File: config.mk
export PLATFORM = sky130hd
export DESIGN_NAME = frontend
export DESIGN_NICKNAME = d
export VERILOG_FILES = /design/src/hw/csr_pkg.sv /design/src/hw/fetch_pkg.sv /design/src/hw/frontend.sv /design/src/hw/fetch_unit.sv /design/src/hw/fetch_queue.sv /design/src/hw/pc_gen.sv
export SDC_FILE = /design/constraint.sdc
export NUM_CORES = 1
export LEC_CHECK = 0
export BUFFER_PORTS_ARGS = -buffer_cell sky130_fd_sc_hd__clkbuf_2
export CAP_MARGIN = 10
export CORE_MARGIN = 3
export CORE_UTILIZATION = 24
export DETAILED_ROUTE_END_ITERATION = 10
export GPL_ROUTABILITY_DRIVEN = 0
export SETUP_SLACK_MARGIN = 0.02
export SYNTH_ARGS = -nofsm -noshare
export SYNTH_HDL_FRONTEND = slang
export SYNTH_SLANG_ARGS = --single-unit
File: constraint.sdc
create_clock -name clk -period 8.97 [get_ports clk]
set_clock_uncertainty 0.2 [all_clocks]
set_input_delay 1.3455 -clock clk [delete_from_list [all_inputs] [get_ports clk]]
set_output_delay 1.3455 -clock clk [all_outputs]
set_load 0.02 [all_outputs]
File: src/hw/csr_pkg.sv
package csr_pkg;

    // Window enable per privilege level
    localparam int DMW_PLV0_BIT = 0;
    localparam int DMW_PLV3_BIT = 3;

    // Physical segment, bits 27:25
    localparam int DMW_PSEG_LSB = 25;

    // Virtual segment, bits 31:29
    localparam int DMW_VSEG_LSB = 29;

    typedef enum logic [1:0] {
        PLV_KERNEL = 2'd0,
        PLV_USER   = 2'd3
    } plv_e;

endpackage

File: src/hw/fetch_pkg.sv
package fetch_pkg;

    // Instructions per fetch block
    localparam logic [31:0] FETCH_WORDS = 32'd2;

    // PC step from one block to the next
    localparam logic [31:0] BLOCK_BYTES = 32'd8;

    // Fetch exceptions, ADEF has priority over NOMAP
    typedef enum logic [1:0] {
        EXCP_NONE  = 2'd0,
        // PC not word aligned
        EXCP_ADEF  = 2'd1,
        // Translation enabled and no window hit
        EXCP_NOMAP = 2'd2
    } fetch_excp_e;

    // Boot address
    localparam logic [31:0] DEFAULT_RESET_PC = 32'h1c00_0000;

endpackage
File: src/hw/frontend.sv
`timescale 1ns/1ps

module frontend
    import fetch_pkg::*;
    import csr_pkg::*;
#(
    parameter int          FTQ_DEPTH = 4,
    parameter logic [31:0] RESET_PC  = DEFAULT_RESET_PC
) (
    input  logic        clk,
    input  logic        rst_n,

    // Backend redirect and CSR state
    input  logic        flush_i,
    input  logic [31:0] target_pc_i,
    input  logic        csr_da_i,
    input  logic [31:0] csr_dmw0_i,
    input  logic [31:0] csr_dmw1_i,
    input  plv_e        csr_plv_i,

    // Wishbone classic master
    output logic        wb_cyc_o,
    output logic        wb_stb_o,
    output logic        wb_we_o,
    output logic [31:0] wb_adr_o,
    output logic [3:0]  wb_sel_o,
    input  logic [31:0] wb_dat_i,
    input  logic        wb_ack_i,

    // Instruction buffer
    input  logic        ibuf_stall_i,
    output logic        out_valid_o,
    output logic [31:0] out_pc_o,
    output logic [31:0] out_instr0_o,
    output logic [31:0] out_instr1_o,
    output fetch_excp_e out_excp_o
);

    logic        push;
    logic [31:0] push_va;
    logic [31:0] push_pa;
    fetch_excp_e push_excp;
    logic        ftq_full;
    logic        pop;
    logic        head_valid;
    logic [31:0] head_va;
    logic [31:0] head_pa;
    fetch_excp_e head_excp;

    pc_gen #(
        .RESET_PC(RESET_PC)
    ) u_pc_gen (
        .clk        (clk),
        .rst_n      (rst_n),
        .flush_i    (flush_i),
        .target_pc_i(target_pc_i),
        .csr_da_i   (csr_da_i),
        .csr_dmw0_i (csr_dmw0_i),
        .csr_dmw1_i (csr_dmw1_i),
        .csr_plv_i  (csr_plv_i),
        .full_i     (ftq_full),
        .push_o     (push),
        .push_va_o  (push_va),
        .push_pa_o  (push_pa),
        .push_excp_o(push_excp)
    );

    fetch_queue #(
        .FTQ_DEPTH(FTQ_DEPTH)
    ) u_fetch_queue (
        .clk         (clk),
        .rst_n       (rst_n),
        .flush_i     (flush_i),
        .push_i      (push),
        .push_va_i   (push_va),
        .push_pa_i   (push_pa),
        .push_excp_i (push_excp),
        .pop_i       (pop),
        .full_o      (ftq_full),
        .head_valid_o(head_valid),
        .head_va_o   (head_va),
        .head_pa_o   (head_pa),
        .head_excp_o (head_excp)
    );

    fetch_unit u_fetch_unit (
        .clk         (clk),
        .rst_n       (rst_n),
        .flush_i     (flush_i),
        .head_valid_i(head_valid),
        .head_va_i   (head_va),
        .head_pa_i   (head_pa),
        .head_excp_i (head_excp),
        .wb_dat_i    (wb_dat_i),
        .wb_ack_i    (wb_ack_i),
        .ibuf_stall_i(ibuf_stall_i),
        .pop_o       (pop),
        .wb_cyc_o    (wb_cyc_o),
        .wb_stb_o    (wb_stb_o),
        .wb_we_o     (wb_we_o),
        .wb_adr_o    (wb_adr_o),
        .wb_sel_o    (wb_sel_o),
        .out_valid_o (out_valid_o),
        .out_pc_o    (out_pc_o),
        .out_instr0_o(out_instr0_o),
        .out_instr1_o(out_instr1_o),
        .out_excp_o  (out_excp_o)
    );

endmodule

File: src/hw/fetch_unit.sv
`timescale 1ns/1ps

module fetch_unit
    import fetch_pkg::*;
(
    input  logic        clk,
    input  logic        rst_n,
    input  logic        flush_i,
    input  logic        head_valid_i,
    input  logic [31:0] head_va_i,
    input  logic [31:0] head_pa_i,
    input  fetch_excp_e head_excp_i,
    input  logic [31:0] wb_dat_i,
    input  logic        wb_ack_i,
    input  logic        ibuf_stall_i,
    output logic        pop_o,
    output logic        wb_cyc_o,
    output logic        wb_stb_o,
    output logic        wb_we_o,
    output logic [31:0] wb_adr_o,
    output logic [3:0]  wb_sel_o,
    output logic        out_valid_o,
    output logic [31:0] out_pc_o,
    output logic [31:0] out_instr0_o,
    output logic [31:0] out_instr1_o,
    output fetch_excp_e out_excp_o
);

    localparam logic [31:0] WORD_BYTES = BLOCK_BYTES / FETCH_WORDS;

    typedef enum logic [2:0] {
        IDLE,
        READ0,
        GAP,
        READ1,
        HOLD
    } state_e;

    state_e      state_q;
    state_e      state_d;
    logic        discard_q;
    logic        drop;
    logic [31:0] cur_va_q;
    logic [31:0] cur_pa_q;
    logic [31:0] instr0_q;

    // Rest of the current fetch is thrown away
    assign drop = flush_i || discard_q;

    always_comb begin
        state_d = state_q;
        pop_o   = 1'b0;
        case (state_q)
            IDLE: begin
                // Packet register is always empty here
                if (!flush_i && head_valid_i) begin
                    pop_o   = 1'b1;
                    state_d = (head_excp_i == EXCP_NONE) ? READ0 : HOLD;
                end
            end
            READ0: begin
                if (wb_ack_i) begin
                    state_d = drop ? IDLE : GAP;
                end
            end
            GAP: begin
                state_d = flush_i ? IDLE : READ1;
            end
            READ1: begin
                if (wb_ack_i) begin
                    state_d = drop ? IDLE : HOLD;
                end
            end
            HOLD: begin
                if (flush_i || !ibuf_stall_i) begin
                    state_d = IDLE;
                end
            end
            default: state_d = IDLE;
        endcase
    end

    always_ff @(posedge clk or negedge rst_n) begin
        if (!rst_n) begin
            state_q   <= IDLE;
            discard_q <= 1'b0;
        end else begin
            state_q <= state_d;
            // Classic cycles run to their ack, so remember the flush until then
            if (state_d == IDLE) begin
                discard_q <= 1'b0;
            end else if (flush_i) begin
                discard_q <= 1'b1;
            end
        end
    end

    always_ff @(posedge clk) begin
        if (pop_o) begin
            cur_va_q <= head_va_i;
            cur_pa_q <= head_pa_i;
        end
        if (state_q == READ0 && wb_ack_i) begin
            instr0_q <= wb_dat_i;
        end
        if (pop_o && head_excp_i != EXCP_NONE) begin
            // Faulting block gives an empty packet, no bus access
            out_pc_o     <= head_va_i;
            out_instr0_o <= '0;
            out_instr1_o <= '0;
            out_excp_o   <= head_excp_i;
        end else if (state_q == READ1 && wb_ack_i && !drop) begin
            out_pc_o     <= cur_va_q;
            out_instr0_o <= instr0_q;
            out_instr1_o <= wb_dat_i;
            out_excp_o   <= EXCP_NONE;
        end
    end

    assign out_valid_o = (state_q == HOLD);

    // One single read per READ state and cyc low in GAP
    assign wb_cyc_o = (state_q == READ0) || (state_q == READ1);
    assign wb_stb_o = wb_cyc_o;
    assign wb_we_o  = 1'b0;
    assign wb_sel_o = 4'hf;
    assign wb_adr_o = (state_q == READ1) ? cur_pa_q + WORD_BYTES : cur_pa_q;

    a_adr_stable: assert property (@(posedge clk) disable iff (!rst_n)
        wb_stb_o && !wb_ack_i |=> wb_stb_o && $stable(wb_adr_o));

    // Stalled packet must not change under the instruction buffer
    a_out_hold: assert property (@(posedge clk) disable iff (!rst_n)
        out_valid_o && ibuf_stall_i && !flush_i |=>
            out_valid_o && $stable(out_pc_o) && $stable(out_instr0_o) &&
            $stable(out_instr1_o) && $stable(out_excp_o));

endmodule

File: src/hw/fetch_queue.sv
`timescale 1ns/1ps

module fetch_queue
    import fetch_pkg::*;
#(
    parameter int FTQ_DEPTH = 4
) (
    input  logic        clk,
    input  logic        rst_n,
    input  logic        flush_i,
    input  logic        push_i,
    input  logic [31:0] push_va_i,
    input  logic [31:0] push_pa_i,
    input  fetch_excp_e push_excp_i,
    input  logic        pop_i,
    output logic        full_o,
    output logic        head_valid_o,
    output logic [31:0] head_va_o,
    output logic [31:0] head_pa_o,
    output fetch_excp_e head_excp_o
);

    localparam int PTR_W = $clog2(FTQ_DEPTH);

    logic [31:0]      va_mem   [FTQ_DEPTH];
    logic [31:0]      pa_mem   [FTQ_DEPTH];
    fetch_excp_e      excp_mem [FTQ_DEPTH];

    // Top bit is the wrap flag
    logic [PTR_W:0]   wr_ptr_q;
    logic [PTR_W:0]   rd_ptr_q;
    logic             push_fire;
    logic             pop_fire;

    assign full_o = (wr_ptr_q[PTR_W] != rd_ptr_q[PTR_W]) &&
                    (wr_ptr_q[PTR_W-1:0] == rd_ptr_q[PTR_W-1:0]);
    assign head_valid_o = (wr_ptr_q != rd_ptr_q);

    assign push_fire = push_i && !full_o;
    assign pop_fire  = pop_i && head_valid_o;

    always_ff @(posedge clk or negedge rst_n) begin
        if (!rst_n) begin
            wr_ptr_q <= '0;
            rd_ptr_q <= '0;
        end else if (flush_i) begin
            // Empty the queue at once
            wr_ptr_q <= '0;
            rd_ptr_q <= '0;
        end else begin
            if (push_fire) begin
                wr_ptr_q <= wr_ptr_q + 1'b1;
            end
            if (pop_fire) begin
                rd_ptr_q <= rd_ptr_q + 1'b1;
            end
        end
    end

    always_ff @(posedge clk) begin
        if (push_fire) begin
            va_mem[wr_ptr_q[PTR_W-1:0]]   <= push_va_i;
            pa_mem[wr_ptr_q[PTR_W-1:0]]   <= push_pa_i;
            excp_mem[wr_ptr_q[PTR_W-1:0]] <= push_excp_i;
        end
    end

    assign head_va_o   = va_mem[rd_ptr_q[PTR_W-1:0]];
    assign head_pa_o   = pa_mem[rd_ptr_q[PTR_W-1:0]];
    assign head_excp_o = excp_mem[rd_ptr_q[PTR_W-1:0]];

    // Fetch unit only takes a head that is there
    a_no_pop_empty: assert property (@(posedge clk) disable iff (!rst_n)
        pop_i |-> head_valid_o);

endmodule

File: src/hw/pc_gen.sv
`timescale 1ns/1ps

module pc_gen
    import fetch_pkg::*;
    import csr_pkg::*;
#(
    parameter logic [31:0] RESET_PC = DEFAULT_RESET_PC
) (
    input  logic        clk,
    input  logic        rst_n,
    input  logic        flush_i,
    input  logic [31:0] target_pc_i,
    input  logic        csr_da_i,
    input  logic [31:0] csr_dmw0_i,
    input  logic [31:0] csr_dmw1_i,
    input  plv_e        csr_plv_i,
    input  logic        full_i,
    output logic        push_o,
    output logic [31:0] push_va_o,
    output logic [31:0] push_pa_o,
    output fetch_excp_e push_excp_o
);

    logic [31:0] pc_q;
    logic [31:0] pc_d;
    logic        run_q;
    logic        dmw0_hit;
    logic        dmw1_hit;
    logic [31:0] trans_pa;

    // Window hit needs the enable bit of the current level and a matching segment
    function automatic logic dmw_match(
        input logic [31:0] dmw,
        input plv_e        plv,
        input logic [2:0]  vseg
    );
        logic plv_ok;
        plv_ok = (dmw[DMW_PLV0_BIT] && plv == PLV_KERNEL) ||
                 (dmw[DMW_PLV3_BIT] && plv == PLV_USER);
        return plv_ok && (dmw[DMW_VSEG_LSB +: 3] == vseg);
    endfunction

    // Stays low for the first cycle out of reset
    always_ff @(posedge clk or negedge rst_n) begin
        if (!rst_n) begin
            run_q <= 1'b0;
            pc_q  <= RESET_PC;
        end else begin
            run_q <= 1'b1;
            pc_q  <= pc_d;
        end
    end

    assign push_o = run_q && !flush_i && !full_i;

    // Flush target first, then advance on an accepted push
    always_comb begin
        if (flush_i) begin
            pc_d = target_pc_i;
        end else if (push_o) begin
            pc_d = pc_q + BLOCK_BYTES;
        end else begin
            pc_d = pc_q;
        end
    end

    assign dmw0_hit = dmw_match(csr_dmw0_i, csr_plv_i, pc_q[31:29]);
    assign dmw1_hit = dmw_match(csr_dmw1_i, csr_plv_i, pc_q[31:29]);

    // DMW0 wins when both windows hit
    always_comb begin
        if (csr_da_i) begin
            trans_pa = pc_q;
        end else if (dmw0_hit) begin
            trans_pa = {csr_dmw0_i[DMW_PSEG_LSB +: 3], pc_q[28:0]};
        end else if (dmw1_hit) begin
            trans_pa = {csr_dmw1_i[DMW_PSEG_LSB +: 3], pc_q[28:0]};
        end else begin
            trans_pa = pc_q;
        end
    end

    always_comb begin
        if (pc_q[1:0] != 2'b00) begin
            push_excp_o = EXCP_ADEF;
        end else if (!csr_da_i && !dmw0_hit && !dmw1_hit) begin
            push_excp_o = EXCP_NOMAP;
        end else begin
            push_excp_o = EXCP_NONE;
        end
    end

    assign push_va_o = pc_q;
    assign push_pa_o = (push_excp_o == EXCP_NONE) ? trans_pa : pc_q;

endmodule

==> implementation parameters <==
Parameter                              Value

Die
  Top-level port count    274
  Core area    0.05825 mm²
  FP Rows    between 80 and 90
  Die Y    249.9 µm
  Horizontal die dimension    between 200 and 250 µm
  Initial cell density of the core    24.50%
  Overall die area    0.06243 mm²

Setup path
  Crit-path slowest cell    sky130_fd_sc_hd__nor2_1
  R2R Path End    u_fetch_queue.va_mem[2][2]
  Critical path required time    7420 ps
  Element type at the critical path end    primary output
  CP Cell Sequence    and3b_1, nand4_1, nor2_1, nand4_1, xnor2_1, clkbuf_2
  Largest incremental delay on the critical path    730 ps
  Reg-to-Reg Start    u_fetch_queue.rd_ptr_q[0]
  Endpoint arrival time on the critical path    3210 ps
  Setup slack of the most critical reg-to-reg path    5050 ps
  Top fanout value on the critical path    8
  Most used cell, CP    sky130_fd_sc_hd__nand4_1
  CP Class    flip-flop to primary output
  R2R depth    5
  Startpoint type of the worst setup path    flip-flop

CTS
  Resized cells post-CTS    0
  Clock tree from TritonCTS    yes
  Number of sinks handled by clock tree synthesis    356
  Total setup buffers inserted after CTS    0
  Clock buffers created by TritonCTS    39
  Htree depth    2
  Worst-skew pair later-pin latency    ~550 ps
  Clock root buffer    sky130_fd_sc_hd__clkbuf_16
  Maximum count of clock buffers along a single path    3
  Clock transition at the register clock pins on the worst setup and hold paths after CTS    60 ps
  Quantity of hold-fixing buffers added after cts    0

Run
  Number of max-capacitance violations reported    0

STA
  Min cycle time layout    about 4800 ps
  Slew at the pin closest to its max-slew limit    approximately 1100 ps
  Worst slew margin relative to its limit    27.36%
  Final period utilization    53.06%
  Setup TNS    0 ps
  Worst Setup Slack, final    between 4000 and 5000 ps
  Final Slew Violations    0
  Final number of hold-violating endpoints    0
  Highest achievable clock rate    210.1 MHz
  Final setup violation count    0
  Worst hold slack across all endpoints    253.4 ps
  Setup repair after global routing missed its margin    no

Cells and area
  Count of fill cells added during filler insertion    5,774
  Proportion of layout cells with a drive suffix above 1    30.40%
  Layout overhead on the synthesized area    21.75%
  N_diodes    0
  Final nets    roughly 1,400

GRT
  Pin count of the biggest net entering global routing    66
  Remaining global-route overflow    0
  Total track usage    11.25%
  Number of antenna violations at the first check in global routing    2
  First-pass GRT wire length    53,610 µm
  Via count of the first global-routing pass    8,576

Logic synthesis
  Post-synthesis sequential element count    356
  Number of enable flip-flop cells after synthesis    between 200 and 250
  Cells after Synth    993
  Number of synthesis warnings    0
  Synth Cell Area    0.01427 mm²
  Count of unique library cells instantiated by Yosys    52
  Main synth FF type    sky130_fd_sc_hd__edfxtp_1
  Mean Syn Cell Area    approximately 14 µm²
  Share of synthesized registers carrying an async set or reset    12.08%
  Sequential element share of the synthesized area    68.93%

Hold path
  Depth of the worst hold-timing path    2
  Min-Delay Startpoint    u_fetch_unit.out_instr0_o[24]
  Hold Path Sink    u_fetch_unit.out_instr0_o[24]
  Min-delay worst type    flip-flop to flip-flop

Routing
  Number of iterations in the first detailed-routing pass    5
  Via density    ~4.3
  Antenna Nets Post-Route    0
  DRT Wirelength    between 30,000 and 40,000 µm
  # DRC    0
  Number of vias in the routed layout    8,633
  Post-detailed-route wirelength per cell    17.91 µm
  Initial DRC Count    473

Run status
  Status    finished, final reports clean

Power and ir drop
  P per Cell Area    between 200 and 300 mW/mm²
  VDD IR max    around 140 µV
  Pleak    6.281 nW

Place
  Placement Setup Slack    4402 ps
  Detailed placer's ending HPWL    24,960 µm
  Number of I/O port buffers    220
-- sequential cells by signal (all words and copies together), names as in the netlist --
register,count
u_fetch_unit.cur_pa_q,32
u_fetch_unit.out_excp_o,2
u_pc_gen.run_q,1
u_pc_gen.push_va_o,32
u_fetch_unit.out_instr0_o,32
u_fetch_unit.cur_va_q,3
u_fetch_unit.out_pc_o,32
u_fetch_queue.rd_ptr_q,3
u_fetch_unit.state_q,3
u_fetch_queue.pa_mem,70
u_fetch_unit.discard_q,1
u_fetch_queue.wr_ptr_q,3
u_fetch_queue.excp_mem,8
u_fetch_unit.instr0_q,32
u_fetch_unit.out_instr1_o,32
u_fetch_queue.va_mem,70
-- logic make-up (layout without fill, tap and decap cells) --
kind of cell	after synthesis	count (layout)	synth area share [%]
flops	356	356	68.93
compound gates	121	121	4.778
mux	73	73	9.319
fa+ha+maj	7	7	0.6136
other cells	2	6	0.05262
simple gates	305	305	9.836
buf+inv	66	319	2.604
xor+xnor	63	63	3.866
-- placed cells by master (no fill, tap or decap), drive strengths merged, types with 8 or more instances in the layout --
master,count
a21oi,68
a31oi,8
and2,8
and3,15
buf,14
clkbuf,266
clkinv,21
dfrtp,40
dfxtp,64
edfxtp,249
inv,15
mux2,34
mux4,37
nand2,181
nand3,17
nand4,22
nor2,26
o21ai,28
xnor2,34
xor2,29
-- worst max-delay path by stage --
| stage | from | to | slack (ps) |
|---|---|---|---|
| after global routing | u_fetch_unit.state_q[1] | wb_adr_o[26] | 3930 |
| after CTS | u_fetch_unit.state_q[2] | wb_adr_o[26] | 4060 |
| after detailed placement | flush_i | u_fetch_unit.out_pc_o[3] | 4400 |
| final | u_fetch_unit.state_q[2] | wb_adr_o[26] | 4210 |
| after global placement | flush_i | u_fetch_unit.out_pc_o[3] | 4420 |
| after floorplan | flush_i | u_fetch_unit.out_excp_o[0] | 4840 |
-- cell type report --
class	count	area (µm²)	share of cell area, %
sequential	356	9839	56.62
tap	765	957.2	5.508
clock buffer	46	1044	6.005
multi-input combinational	575	4089	23.53
inverter	13	48.80	0.2808
timing repair buffer	234	1206	6.941
clock inverter	26	192.7	1.109
-- synth_stat cells, types with 2 or more instances --
cell                       instances  area, µm²
sky130_fd_sc_hd__nor3_1            4      20.02
sky130_fd_sc_hd__mux2_4           25      375.4
sky130_fd_sc_hd__and4_1            7      61.31
sky130_fd_sc_hd__dfstp_2           3      78.83
sky130_fd_sc_hd__inv_1            12      45.04
sky130_fd_sc_hd__xnor2_1          34      297.8
sky130_fd_sc_hd__clkbuf_1         22      82.58
sky130_fd_sc_hd__mux2_2            9      101.4
sky130_fd_sc_hd__buf_4             8      60.06
sky130_fd_sc_hd__buf_1             3      11.26
sky130_fd_sc_hd__nor2_1           26      97.59
sky130_fd_sc_hd__a21oi_1          68      340.3
sky130_fd_sc_hd__nand2b_1          2      12.51
sky130_fd_sc_hd__conb_1            2      7.510
sky130_fd_sc_hd__a31o_2            2      17.52
sky130_fd_sc_hd__and2_1            7      43.79
sky130_fd_sc_hd__o31ai_1           2      15.01
sky130_fd_sc_hd__a221o_1           3      30.03
sky130_fd_sc_hd__nor4_1            5      31.28
sky130_fd_sc_hd__and3_1           15      93.84
sky130_fd_sc_hd__or4_1             3      22.52
sky130_fd_sc_hd__o31a_1            5      43.79
sky130_fd_sc_hd__mux2i_1           2      20.02
sky130_fd_sc_hd__o21ai_0          28      140.1
sky130_fd_sc_hd__nand2_1         181      679.4
sky130_fd_sc_hd__ha_1              7      87.58
sky130_fd_sc_hd__mux4_2           37      833.3
sky130_fd_sc_hd__nor3b_1           3      22.52
sky130_fd_sc_hd__or2_2             2      12.51
sky130_fd_sc_hd__nor2b_1           2      12.51
sky130_fd_sc_hd__buf_2             9      45.04
sky130_fd_sc_hd__edfxtp_1        249       7477
sky130_fd_sc_hd__nand4_1          22      137.6
sky130_fd_sc_hd__buf_6            11      123.9
sky130_fd_sc_hd__a31oi_1           8      50.05
sky130_fd_sc_hd__and3b_1           3      26.28
sky130_fd_sc_hd__xor2_1           29      254.0
sky130_fd_sc_hd__nand3_1          17      85.08
sky130_fd_sc_hd__dfrtp_1          40       1001
sky130_fd_sc_hd__dfxtp_1          64       1281
-- per-layer routing --
| layer | GRT usage [%] | share of wire (%) | vias to the layer above |
|---|---|---|---|
| li1 | - | - | 4088 |
| met3 | 2.960 | 5.9 | 50 |
| met1 | 14.79 | 44 | 4260 |
| met5 | 0 | 0.036 | - |
| met2 | 17.97 | 47 | 233 |
| met4 | 3.896 | 2.6 | 2 |
-- power by group --
group          total [mW]  leakage (nW)  internal, mW  switching (mW)
registers            2.11          3.31          1.99           0.120
clock network        1.54         0.606         0.871           0.664
logic               0.835          2.36         0.326           0.509
-- metrics by stage --
stage	power [mW]	cells	instance area, µm²	utilization, %
finish	4.483	2015	17380	29.83
CTS	4.567	2015	17380	29.83
detailed placement	3.006	1943	16140	27.71
global placement	2.987	1943	16140	27.71
floorplan	2.713	997	14290	-
global route	4.698	2015	17380	29.83
-- critical path: cells and delay by family, from the launching register on --
kind	cells	cell delay [ps]
simple gates	4	1790
flops	1	450
xor+xnor	1	210
buf+inv	1	210
No activity file was read; power rests on OpenSTA's default activity.
